===== config.mk =====
export PLATFORM = sky130hd
export DESIGN_NAME = pianoTilesTop
export DESIGN_NICKNAME = d
export VERILOG_FILES = /design/src/rtl/tilesPkg.sv /design/src/rtl/gameControl.sv /design/src/rtl/keyDecoder.sv /design/src/rtl/pianoTilesTop.sv /design/src/rtl/scoreDigits.sv /design/src/rtl/tileField.sv /design/src/rtl/tileSpawner.sv
export VERILOG_INCLUDE_DIRS = /design/src /design/src/rtl
export SDC_FILE = /design/constraint.sdc
export NUM_CORES = 1
export LEC_CHECK = 0
export ABC_AREA = 1
export BUFFER_PORTS_ARGS = -buffer_cell sky130_fd_sc_hd__buf_2
export CAP_MARGIN = 40
export CORE_ASPECT_RATIO = 0.7
export CORE_MARGIN = 8
export CORE_UTILIZATION = 50
export DETAILED_ROUTE_END_ITERATION = 10
export PLACE_DENSITY = 0.7
export SLEW_MARGIN = 20
export SYNTH_ARGS = -nofsm -noshare
export SYNTH_HDL_FRONTEND = slang
export SYNTH_HIERARCHICAL = 1
export SYNTH_SLANG_ARGS = --single-unit

===== constraint.sdc =====
create_clock -name CLOCK_50 -period 4.5 [get_ports CLOCK_50]
set_input_delay 0.675 -clock CLOCK_50 [delete_from_list [all_inputs] [get_ports CLOCK_50]]
set_output_delay 0.675 -clock CLOCK_50 [all_outputs]
set_load 0.01 [all_outputs]

===== src/rtl/pianoTiles_params.svh =====
`ifndef PIANOTILES_PARAMS_SVH
`define PIANOTILES_PARAMS_SVH

// Screen geometry in rows
`define SCREEN_ROWS 120
`define TILE_HEIGHT 30
// Tile is hittable once its bottom row passes this
`define HIT_ROW (`SCREEN_ROWS - `TILE_HEIGHT)
`define NUM_COLUMNS 4

// PS/2 set 2 make codes, columns 0 to 3
`define SCAN_COL0 8'h1C
`define SCAN_COL1 8'h1B
`define SCAN_COL2 8'h23
`define SCAN_COL3 8'h2B
`define SCAN_BREAK 8'hF0

`define LFSR_SEED 24'h800001

// About one screen crossing per second at 50 MHz
`define STEP_CYCLES_DEFAULT 416666
// One new tile per second
`define SPAWN_CYCLES_DEFAULT 50000000

`endif


===== src/rtl/tilesPkg.sv =====
`default_nettype none

package tilesPkg;

	typedef logic [1:0] columnT;
	// Bottom row of a tile
	typedef logic [6:0] rowT;

	typedef struct packed {
		logic valid;
		columnT column;
	} keyPressT;

	typedef struct packed {
		logic active;
		logic scored;
		columnT column;
		rowT row;
	} tileSlotT;

	// Slot 0 has the highest priority
	typedef tileSlotT [3:0] tileSlotsT;

	typedef struct packed {
		logic hit;
		logic miss;
	} fieldEventT;

	typedef enum logic {
		PLAYING,
		GAME_OVER
	} gameStateT;

	typedef enum logic {
		MAKE_EXPECTED,
		BREAK_PENDING
	} scanStateT;

endpackage

`default_nettype wire


===== src/rtl/gameControl.sv =====
`default_nettype none

module gameControl (
	input wire logic CLOCK_50,
	input wire logic arstN,
	input wire tilesPkg::keyPressT keyPress,
	input wire tilesPkg::fieldEventT fieldEvent,
	output logic playing,
	output logic restart,
	output logic [7:0] score,
	output logic [7:0] highScore
);
	import tilesPkg::*;

	gameStateT state;

	assign playing = (state == PLAYING);

	always_ff @(posedge CLOCK_50 or negedge arstN)
	begin
		if (!arstN)
		begin
			state <= PLAYING;
			restart <= 1'b0;
			score <= 8'd0;
			highScore <= 8'd0;
		end
		else
		begin
			restart <= 1'b0;
			// Trails the score by one cycle
			if (score > highScore)
				highScore <= score;

			case (state)
				PLAYING:
				begin
					if (fieldEvent.hit)
						score <= score + 8'd1;
					if (fieldEvent.miss)
						state <= GAME_OVER;
				end
				GAME_OVER:
				begin
					// Any key starts a new round
					if (keyPress.valid)
					begin
						state <= PLAYING;
						score <= 8'd0;
						restart <= 1'b1;
					end
				end
				default: state <= PLAYING;
			endcase
		end
	end

endmodule

`default_nettype wire


===== src/rtl/keyDecoder.sv =====
`default_nettype none
`include "pianoTiles_params.svh"

module keyDecoder (
	input wire logic CLOCK_50,
	input wire logic arstN,
	input wire logic [7:0] ps2Byte,
	input wire logic ps2Valid,
	output tilesPkg::keyPressT keyPress
);
	import tilesPkg::*;

	scanStateT scanState;
	// One bit per column, set while the key is down
	logic [`NUM_COLUMNS-1:0] held;
	logic codeKnown;
	columnT codeColumn;

	always_comb
	begin
		codeKnown = 1'b1;
		codeColumn = 2'd0;
		case (ps2Byte)
			`SCAN_COL0: codeColumn = 2'd0;
			`SCAN_COL1: codeColumn = 2'd1;
			`SCAN_COL2: codeColumn = 2'd2;
			`SCAN_COL3: codeColumn = 2'd3;
			default: codeKnown = 1'b0;
		endcase
	end

	always_ff @(posedge CLOCK_50 or negedge arstN)
	begin
		if (!arstN)
		begin
			scanState <= MAKE_EXPECTED;
			held <= '0;
			keyPress <= '0;
		end
		else
		begin
			keyPress.valid <= 1'b0;
			if (ps2Valid)
			begin
				if (ps2Byte == `SCAN_BREAK)
					scanState <= BREAK_PENDING;
				else if (scanState == BREAK_PENDING)
				begin
					// Code after F0 is a release, never a press
					scanState <= MAKE_EXPECTED;
					if (codeKnown)
						held[codeColumn] <= 1'b0;
				end
				else if (codeKnown && !held[codeColumn])
				begin
					held[codeColumn] <= 1'b1;
					keyPress.valid <= 1'b1;
					keyPress.column <= codeColumn;
				end
			end
		end
	end

endmodule

`default_nettype wire


===== src/rtl/pianoTilesTop.sv =====
`default_nettype none
`include "pianoTiles_params.svh"

module pianoTilesTop #(
	parameter int stepCycles = `STEP_CYCLES_DEFAULT,
	parameter int spawnCycles = `SPAWN_CYCLES_DEFAULT
) (
	input wire logic CLOCK_50,
	input wire logic arstN,
	input wire logic [7:0] ps2Byte,
	input wire logic ps2Valid,
	output tilesPkg::tileSlotsT tiles,
	output logic gameOver,
	output logic [6:0] HEX0,
	output logic [6:0] HEX1,
	output logic [6:0] HEX4,
	output logic [6:0] HEX5
);
	import tilesPkg::*;

	keyPressT keyPress;
	columnT spawnColumn;
	fieldEventT fieldEvent;
	logic spawn;
	logic playing;
	logic restart;
	logic [7:0] score;
	logic [7:0] highScore;

	assign gameOver = ~playing;

	keyDecoder keys (
		.CLOCK_50(CLOCK_50),
		.arstN(arstN),
		.ps2Byte(ps2Byte),
		.ps2Valid(ps2Valid),
		.keyPress(keyPress)
	);

	tileSpawner #(.spawnCycles(spawnCycles)) spawner (
		.CLOCK_50(CLOCK_50),
		.arstN(arstN),
		.playing(playing),
		.restart(restart),
		.spawn(spawn),
		.spawnColumn(spawnColumn)
	);

	tileField #(.stepCycles(stepCycles)) field (
		.CLOCK_50(CLOCK_50),
		.arstN(arstN),
		.playing(playing),
		.restart(restart),
		.spawn(spawn),
		.spawnColumn(spawnColumn),
		.keyPress(keyPress),
		.tiles(tiles),
		.fieldEvent(fieldEvent)
	);

	gameControl control (
		.CLOCK_50(CLOCK_50),
		.arstN(arstN),
		.keyPress(keyPress),
		.fieldEvent(fieldEvent),
		.playing(playing),
		.restart(restart),
		.score(score),
		.highScore(highScore)
	);

	// Score on HEX1:HEX0, best on HEX5:HEX4
	scoreDigits scoreHex (
		.value(score),
		.segOnes(HEX0),
		.segTens(HEX1)
	);

	scoreDigits highHex (
		.value(highScore),
		.segOnes(HEX4),
		.segTens(HEX5)
	);

endmodule

`default_nettype wire


===== src/rtl/scoreDigits.sv =====
`default_nettype none

module scoreDigits (
	input wire logic [7:0] value,
	output logic [6:0] segOnes,
	output logic [6:0] segTens
);
	logic [7:0] tens;
	logic [3:0] ones;

	// Active low, bit 0 is segment a
	function automatic logic [6:0] encodeDigit(input logic [7:0] digit);
		logic [6:0] seg;
		case (digit)
			8'd0: seg = 7'b1000000;
			8'd1: seg = 7'b1111001;
			8'd2: seg = 7'b0100100;
			8'd3: seg = 7'b0110000;
			8'd4: seg = 7'b0011001;
			8'd5: seg = 7'b0010010;
			8'd6: seg = 7'b0000010;
			8'd7: seg = 7'b1111000;
			8'd8: seg = 7'b0000000;
			8'd9: seg = 7'b0010000;
			// Blank for anything past 9
			default: seg = 7'b1111111;
		endcase
		return seg;
	endfunction

	always_comb
	begin
		tens = value / 8'd10;
		ones = 4'(value % 8'd10);
		segOnes = encodeDigit({4'd0, ones});
		segTens = encodeDigit(tens);
	end

endmodule

`default_nettype wire


===== src/rtl/tileField.sv =====
`default_nettype none
`include "pianoTiles_params.svh"

module tileField #(
	parameter int stepCycles = `STEP_CYCLES_DEFAULT
) (
	input wire logic CLOCK_50,
	input wire logic arstN,
	input wire logic playing,
	input wire logic restart,
	input wire logic spawn,
	input wire tilesPkg::columnT spawnColumn,
	input wire tilesPkg::keyPressT keyPress,
	output tilesPkg::tileSlotsT tiles,
	output tilesPkg::fieldEventT fieldEvent
);
	import tilesPkg::*;

	localparam int stepBits = $clog2(stepCycles + 1);

	logic [stepBits-1:0] stepCount;
	logic stepNow;
	tileSlotsT tilesNext;
	fieldEventT eventNext;
	logic hitFound;
	logic [1:0] hitSlot;
	logic spawnDone;

	assign stepNow = playing && (stepCount == stepBits'(stepCycles - 1));

	always_comb
	begin
		tilesNext = tiles;
		eventNext = '0;
		hitFound = 1'b0;
		hitSlot = 2'd0;
		spawnDone = 1'b0;

		// Press against the current slots, lowest index wins
		if (playing && keyPress.valid)
		begin
			for (int i = 3; i >= 0; i--)
			begin
				if (tiles[i].active && tiles[i].column == keyPress.column
						&& tiles[i].row > `HIT_ROW)
				begin
					hitFound = 1'b1;
					hitSlot = 2'(i);
				end
			end
			if (!hitFound)
				eventNext.miss = 1'b1;
			else if (!tiles[hitSlot].scored)
			begin
				tilesNext[hitSlot].scored = 1'b1;
				eventNext.hit = 1'b1;
			end
		end

		// Fall one row, or drop off the bottom
		if (stepNow)
		begin
			for (int i = 0; i < 4; i++)
			begin
				if (tilesNext[i].active)
				begin
					if (tilesNext[i].row == rowT'(`SCREEN_ROWS - 1))
					begin
						tilesNext[i].active = 1'b0;
						if (!tilesNext[i].scored)
							eventNext.miss = 1'b1;
					end
					else
						tilesNext[i].row = tilesNext[i].row + 1'b1;
				end
			end
		end

		// New tile goes into the first free slot, lost if all are busy
		if (spawn)
		begin
			for (int i = 0; i < 4; i++)
			begin
				if (!spawnDone && !tilesNext[i].active)
				begin
					tilesNext[i] = '{active: 1'b1, scored: 1'b0, column: spawnColumn, row: '0};
					spawnDone = 1'b1;
				end
			end
		end
	end

	always_ff @(posedge CLOCK_50 or negedge arstN)
	begin
		if (!arstN)
		begin
			stepCount <= '0;
			tiles <= '0;
			fieldEvent <= '0;
		end
		else if (restart)
		begin
			stepCount <= '0;
			tiles <= '0;
			fieldEvent <= '0;
		end
		else
		begin
			tiles <= tilesNext;
			fieldEvent <= eventNext;
			if (stepNow)
				stepCount <= '0;
			else if (playing)
				stepCount <= stepCount + 1'b1;
		end
	end

endmodule

`default_nettype wire


===== src/rtl/tileSpawner.sv =====
`default_nettype none
`include "pianoTiles_params.svh"

module tileSpawner #(
	parameter int spawnCycles = `SPAWN_CYCLES_DEFAULT
) (
	input wire logic CLOCK_50,
	input wire logic arstN,
	input wire logic playing,
	input wire logic restart,
	output logic spawn,
	output tilesPkg::columnT spawnColumn
);
	localparam int timerBits = $clog2(spawnCycles + 1);

	logic [timerBits-1:0] timer;
	logic [23:0] lfsr;
	logic [23:0] lfsrNext;

	// Taps 24, 23, 18, 17
	assign lfsrNext = {lfsr[22:0], lfsr[23] ^ lfsr[22] ^ lfsr[17] ^ lfsr[16]};

	// LFSR and spawn update on the same edge
	assign spawnColumn = lfsr[1:0];

	always_ff @(posedge CLOCK_50 or negedge arstN)
	begin
		if (!arstN)
		begin
			timer <= '0;
			lfsr <= `LFSR_SEED;
			spawn <= 1'b0;
		end
		else
		begin
			spawn <= 1'b0;
			if (restart)
				timer <= '0;
			else if (playing)
			begin
				if (timer == timerBits'(spawnCycles - 1))
				begin
					timer <= '0;
					spawn <= 1'b1;
					lfsr <= lfsrNext;
				end
				else
					timer <= timer + 1'b1;
			end
		end
	end

endmodule

`default_nettype wire


# Yosys cells after proc, flatten, opt, wreduce, memory -nomap -nowiden
# Memory sizes are Yosys's and may differ from the RTL's.
# Index checks and enable logic that the tools add are counted.
word_totals:
  ff_bits: 142
  rom_bits: 448
  inputBits: 11
  out_inout_bits: 73
  elab_cells: 217
  n_memories: 4
memory_table:
  columns: ["name", "depth", "width", "read_ports", "rd_ports_with_merged_regs", "wr", "line_no", "text"]
  rows:
  - ["(no name shown)", 16, 7, 1, 0, 0, "scoreDigits.sv:14", "case (digit)"]
  - ["(no name shown)", 16, 7, 1, 0, 0, "scoreDigits.sv:14", null]
  - ["(no name shown)", 16, 7, 1, 0, 0, "scoreDigits.sv:14", null]
  - ["(no name shown)", 16, 7, 1, 0, 0, "scoreDigits.sv:14", null]
classes:
  n_addsub: 7
  n_div: 4
  order_cmp: 9
  eq_ne: 20
  n_mux: 102
  bitwise: 10
  reduce_logical: 31
op_table:
  columns: ["op", "count"]
  rows:
  - ["$mux W44", 5]
  - ["$mux W26", 3]
  - ["$mux W7", 11]
  - ["$mux W19", 3]
  - ["$mux W1", 47]
  - ["$bwmux W44", 1]
  - ["$mux W8", 5]
  - ["$mux W11", 3]
  - ["$mux W10", 3]
  - ["$add A7 B1 Y7 const B", 4]
  - ["$eq A7 B7 Y1 const B", 4]
  - ["$gt A7 B7 Y1 const B", 4]
  - ["$add A26 B1 Y26 const B", 1]
  - ["$eq A26 B26 Y1 const B", 1]
  - ["$bmux W11 S2", 1]
  - ["$demux W11 S2", 1]
  - ["$add A19 B1 Y19 const B", 1]
  - ["$eq A19 B19 Y1 const B", 1]
  - ["$div A8 B4 Y8 const B", 2]
  - ["$eq A8 B5 Y1 const B", 2]
  - ["$eq A8 B6 Y1 const B", 2]
  - ["$logic_and A1 B1 Y1", 16]
  - ["$mod A8 B4 Y8 const B", 2]
  - ["$pmux W8 S2", 1]
  - ["other kinds (28)", 59]

# Longest topological paths before layout
logic_depth:
  ltp_word: 35
  mapped_depth: 24
  ltp_nobuf: 24

# By module
# The synthesis kept the hierarchy.
modules_own_cells:
  columns: ["module", "instances", "cells_per_inst", "area_per_inst_um2", "seq_area_each_um2"]
  rows:
  - ["tileField", 1, 507, 3930.0, 1626.6]
  - ["tileSpawner", 1, 337, 2713.9, 1278.7]
  - ["scoreDigits", 2, 155, 955.9, 0.0]
  - ["gameControl", 1, 126, 1049.8, 450.4]
  - ["keyDecoder", 1, 89, 649.4, 200.2]
  - ["pianoTilesTop", 1, 1, 3.8, 0.0]

# Worst setup path before layout
# No wires, ideal clock.
synth_timing:
  path_kind: "register to output"
  from: "register control.score[7]"
  to: "output port HEX0[3]"
  arrival_time_ns: 2.573
  required_ns: 3.825
  setup_slack_ns: 1.252
  path_stages_with_launch: 20
  n_path_buf: 0
  path_cell_list: "dfrtp_1 > a21oi_1 > o21bai_2 > nand2_4 > nand2_4 > a21oi_4 > nand2_4 > nand2_8 > inv_4 > nand2_1 > nand2_2 > clkinv_4 > nand2_4 > nor2_8 > nor2_4 > nor2_2 > inv_1 > ha_1 > nand2_1 > a21oi_1"
synth_between:
  elab_chain_cells: 2
synth_rtl:
  columns: ["element", "line_no", "text"]
  rows:
  - ["start, declared", "gameControl.sv:10", "output logic [7:0] score,"]
  - ["start signal, assigned", "gameControl.sv:39", "score <= score + 8'd1;"]
  - ["$mod A8 B4 Y8", "scoreDigits.sv:34", "ones = 4'(value % 8'd10);"]
  - ["$mem_v2 Z16 W7", null, null]
  - ["end, declared", "pianoTilesTop.sv:14", "output logic [6:0] HEX0,"]
# No other way between the ends.

# Worst setup path after layout
layout_timing:
  from: "register control.highScore[7]"
  to: "output port HEX4[3]"
layout_between:
  elab_chain_cells: 2
layout_rtl:
  columns: ["element", "line_no", "text"]
  rows:
  - ["start, declared", "gameControl.sv:11", "output logic [7:0] highScore"]
  - ["start signal, assigned", "gameControl.sv:33", "highScore <= score;"]
  - ["$mod A8 B4 Y8", "scoreDigits.sv:34", null]
  - ["$mem_v2 Z16 W7", null, null]
  - ["end, declared", "pianoTilesTop.sv:16", "output logic [6:0] HEX4,"]
# No other way between the ends.

==> metrics.yaml <==
tightest_slew_ps: 780
synth_area_leaders: "dfrtp_1, nand2_1, inv_1, nor2_1, nand3_1"
clockBufferDepth: 2
drv_slew: 0
start_kind: "flop"
cap_violations: 0
io_buffer_count: 83
final_net_count: 1512
async_reset_ff_share_pct: 100
grt_usage_pct: 19.2
drive_above_1_share_pct: 21.6
antenna_found_initial: 0
synth_ff_type: "dfrtp_1"
gp_congestion: 0.873
ys_seq_elements: 142
design.portCount: 84
fin_crit_sh_pct: 88.7
p_leak_nw: 5.85
grt_max_degree: 71
root_buffer: "clkbuf_16"
r2r_slack_ps: 1830
switching_share_pct: 26.8
areaGrowthSynthToFinish_pct: 12.8
via_count: 8954
nFillCells: 1882
num_antenna_cells: 0
dr.pass1.iters: 6
cts_resized: 0
path_max_fanout: 9
finalCriticalPeriod_ps: 3990
grt_util_met1_pct: 29.0
p_int_w: 0.00238
vias_per_cell: 5.12
synthDominantCellAreaShare_pct: 34.2
grt_remaining_overflow: 0
dieWidth_microns: 187
vdd_drop_max_mv: 0.240
syn_inst: 1370
path_class: "flop to output port"
power_frac_seq_pct: 44.2
die_area_sq_um: 25400
slew_headroom_pct: 48.0
post_cts_buffers: 0
core-area_sq_um: 20400
grtUsageMet2_pct: 27.4
cts-buffers-inserted: 17
finalPower_w: 0.00325
clock_latency_ps: 420
fin_setup_tns_ps: 0
yosys.area.top_type: "dfrtp_1"
routed_wirelength_microns: 24000
grt_pass1_wl_microns: 40800
place_inst: 1718
syn_area_sq_um: 10300
initial_core_util_pct: 50.2
end_kind: "output port"
met3_usage_pct: 3.61
cp_data_required_time_ps: 3830
clock_power_share_pct: 44.3
finalClockSkew_ps: 11.9
cts_tree: "built"
postCtsHoldBufs: 0
final_cells: 1749
grt_busiest_layer: "met1"
hold_class: "input pin to async pin"
die_h_microns: 136
synth_cell_types: 65
rsz0062_at_grt: "no"
routedWlPerCell_microns: 13.7
dr.first_iter.drc_count: 727
outcome: "completed"
crit_arrival_ps: 3320
setup_viol: 0
h-tree-depth: 4
syn_nets: 1421
reg2reg_depth: 8
fin_hold_ws_ps: 102
postRouteAntennaNets: 0
ys_seq_area_share_pct: 34.7
finalHoldViolCount: 0
synth_edf_count: 0
p_per_area_nw_per_um2: 281
dp_hpwl_microns: 18200
drc: 0
fmax_ghz: 0.251
grt_pass1_vias: 8167
rows: 44
cts.sinks: 142
clkSlewWorstSetupHoldPaths_ps: 60
p_sw_w: 0.000871
syn_avg_cell_area_sq_um: 7.49
combPwrFrac_pct: 11.5
yosysWarnings: 6
synth_stat cells, types with 3 or more instances:
cell type,count
a21oi_1,52
a21oi_2,23
a31oi_1,4
buf_2,4
buf_6,5
clkbuf_1,4
dfrtp_1,140
ha_1,40
inv_1,196
inv_2,26
nand2_1,288
nand2_2,45
nand2_4,23
nand3_1,105
nand3_2,11
nand3b_1,3
nand4_1,17
nor2_1,141
nor2_2,13
nor2_4,14
nor3_1,27
nor3_2,6
nor4_1,11
o2111ai_1,3
o211ai_1,3
o21ai_0,45
o21ai_1,9
o21ai_2,7
o21bai_1,3
o22ai_1,13
o31ai_1,4
xnor2_1,11
xor2_1,26
cells in the final DEF, fill, tap and decap left out, types with 26 or more instances in the layout:
cell type	n
nor2_1	141
nand2_1	288
nand2_2	45
xor2_1	26
nor3_1	27
buf_2	82
o21ai_0	45
inv_2	26
ha_1	40
nand3_1	105
inv_1	196
a21oi_1	52
dfrtp_1	140
power groups by stage:
stage / Sequential (W) / Combinational (W) / Clock, W
6_report: 0.00144 / 0.000375 / 0.00144
5_1_grt: 0.00145 / 0.000426 / 0.00152
4_1_cts: 0.00144 / 0.000376 / 0.00146
3_5_place_dp: 0.00146 / 0.000374 / 0
3_3_place_gp: 0.00146 / 0.000362 / 0
2_1_floorplan: 0.00144 / 0.000272 / 0
state kept, by name (all words and copies together) (netlist names), named ones only:
name,cells
control/highScore,8
keys/scanState,1
control/restart,1
keys/keyPress,3
control/score,8
field/tiles,44
field/fieldEvent,2
spawner/lfsr,24
field/stepCount,19
spawner/timer,26
control/state,1
spawner/spawn,1
logic make-up after synthesis:
family                   Yosys count  synth area share (%)
AO/OA/AOI/OAI                    184                  11.7
flip-flops                       142                  34.7
multiplexers                       1                 0.110
buffers and inverters            246                  9.88
adder cells (fa/ha/maj)           40                  4.88
XOR/XNOR                          37                  3.16
AND/OR/NAND/NOR                  720                  35.6
worst max-delay path, cell delays in order (launching register included):
cell	delay [ps]
dfrtp_1	480
a21oi_1	300
nor2_1	100
nand2_1	70
nand2_1	80
a21oi_4	190
nand2_4	100
nand2_8	90
inv_4	50
nand2_1	60
nand2_2	60
clkinv_4	90
nand2_4	70
nor2_8	160
nor2_4	60
nor2_2	200
inv_1	100
ha_1	300
nand2_1	60
a21oi_1	110
buf_2	140
stage by stage:
stage          utilization (%)  cell area, sq um  worst slack (ps)
2_1_floorplan                -             10300              1250
3_3_place_gp              53.5             10900              1050
3_5_place_dp              53.7             11000               943
4_1_cts                   56.7             11600               491
5_1_grt                   56.7             11600               164
6_report                  56.7             11600               508
metal layers:
layer / up-vias / part of all wire (%)
met5: - / 0
met3: 19 / 4.7
li1: 4567 / -
met1: 4167 / 53
met4: 0 / 1.2
met2: 201 / 42
final cells by class:
type	count	area [sq um]	area share [%]
Clock buffer	21	460	3.98
Clock inverter	10	139	1.20
Inverter	230	887	7.66
Multi-Input combinational cell	982	5690	49.1
Sequential cell	142	3560	30.7
Tap cell	276	345	2.98
Timing Repair Buffer	88	499	4.31
path summary, 6_finish.rpt:
kind / from / endpoint
worst min-delay path: arstN / spawner/lfsr[13]
worst max register to register: control/state / field/tiles[18]
worst min register to register: spawner/lfsr[23] / spawner/lfsr[23]
min in group CLOCK_50: spawner/lfsr[23] / spawner/lfsr[23]
worst max-delay path: control/highScore[7] / HEX4[3]
max in group asynchronous: arstN / control/score[6]
Power figures use the tool's default switching activity.
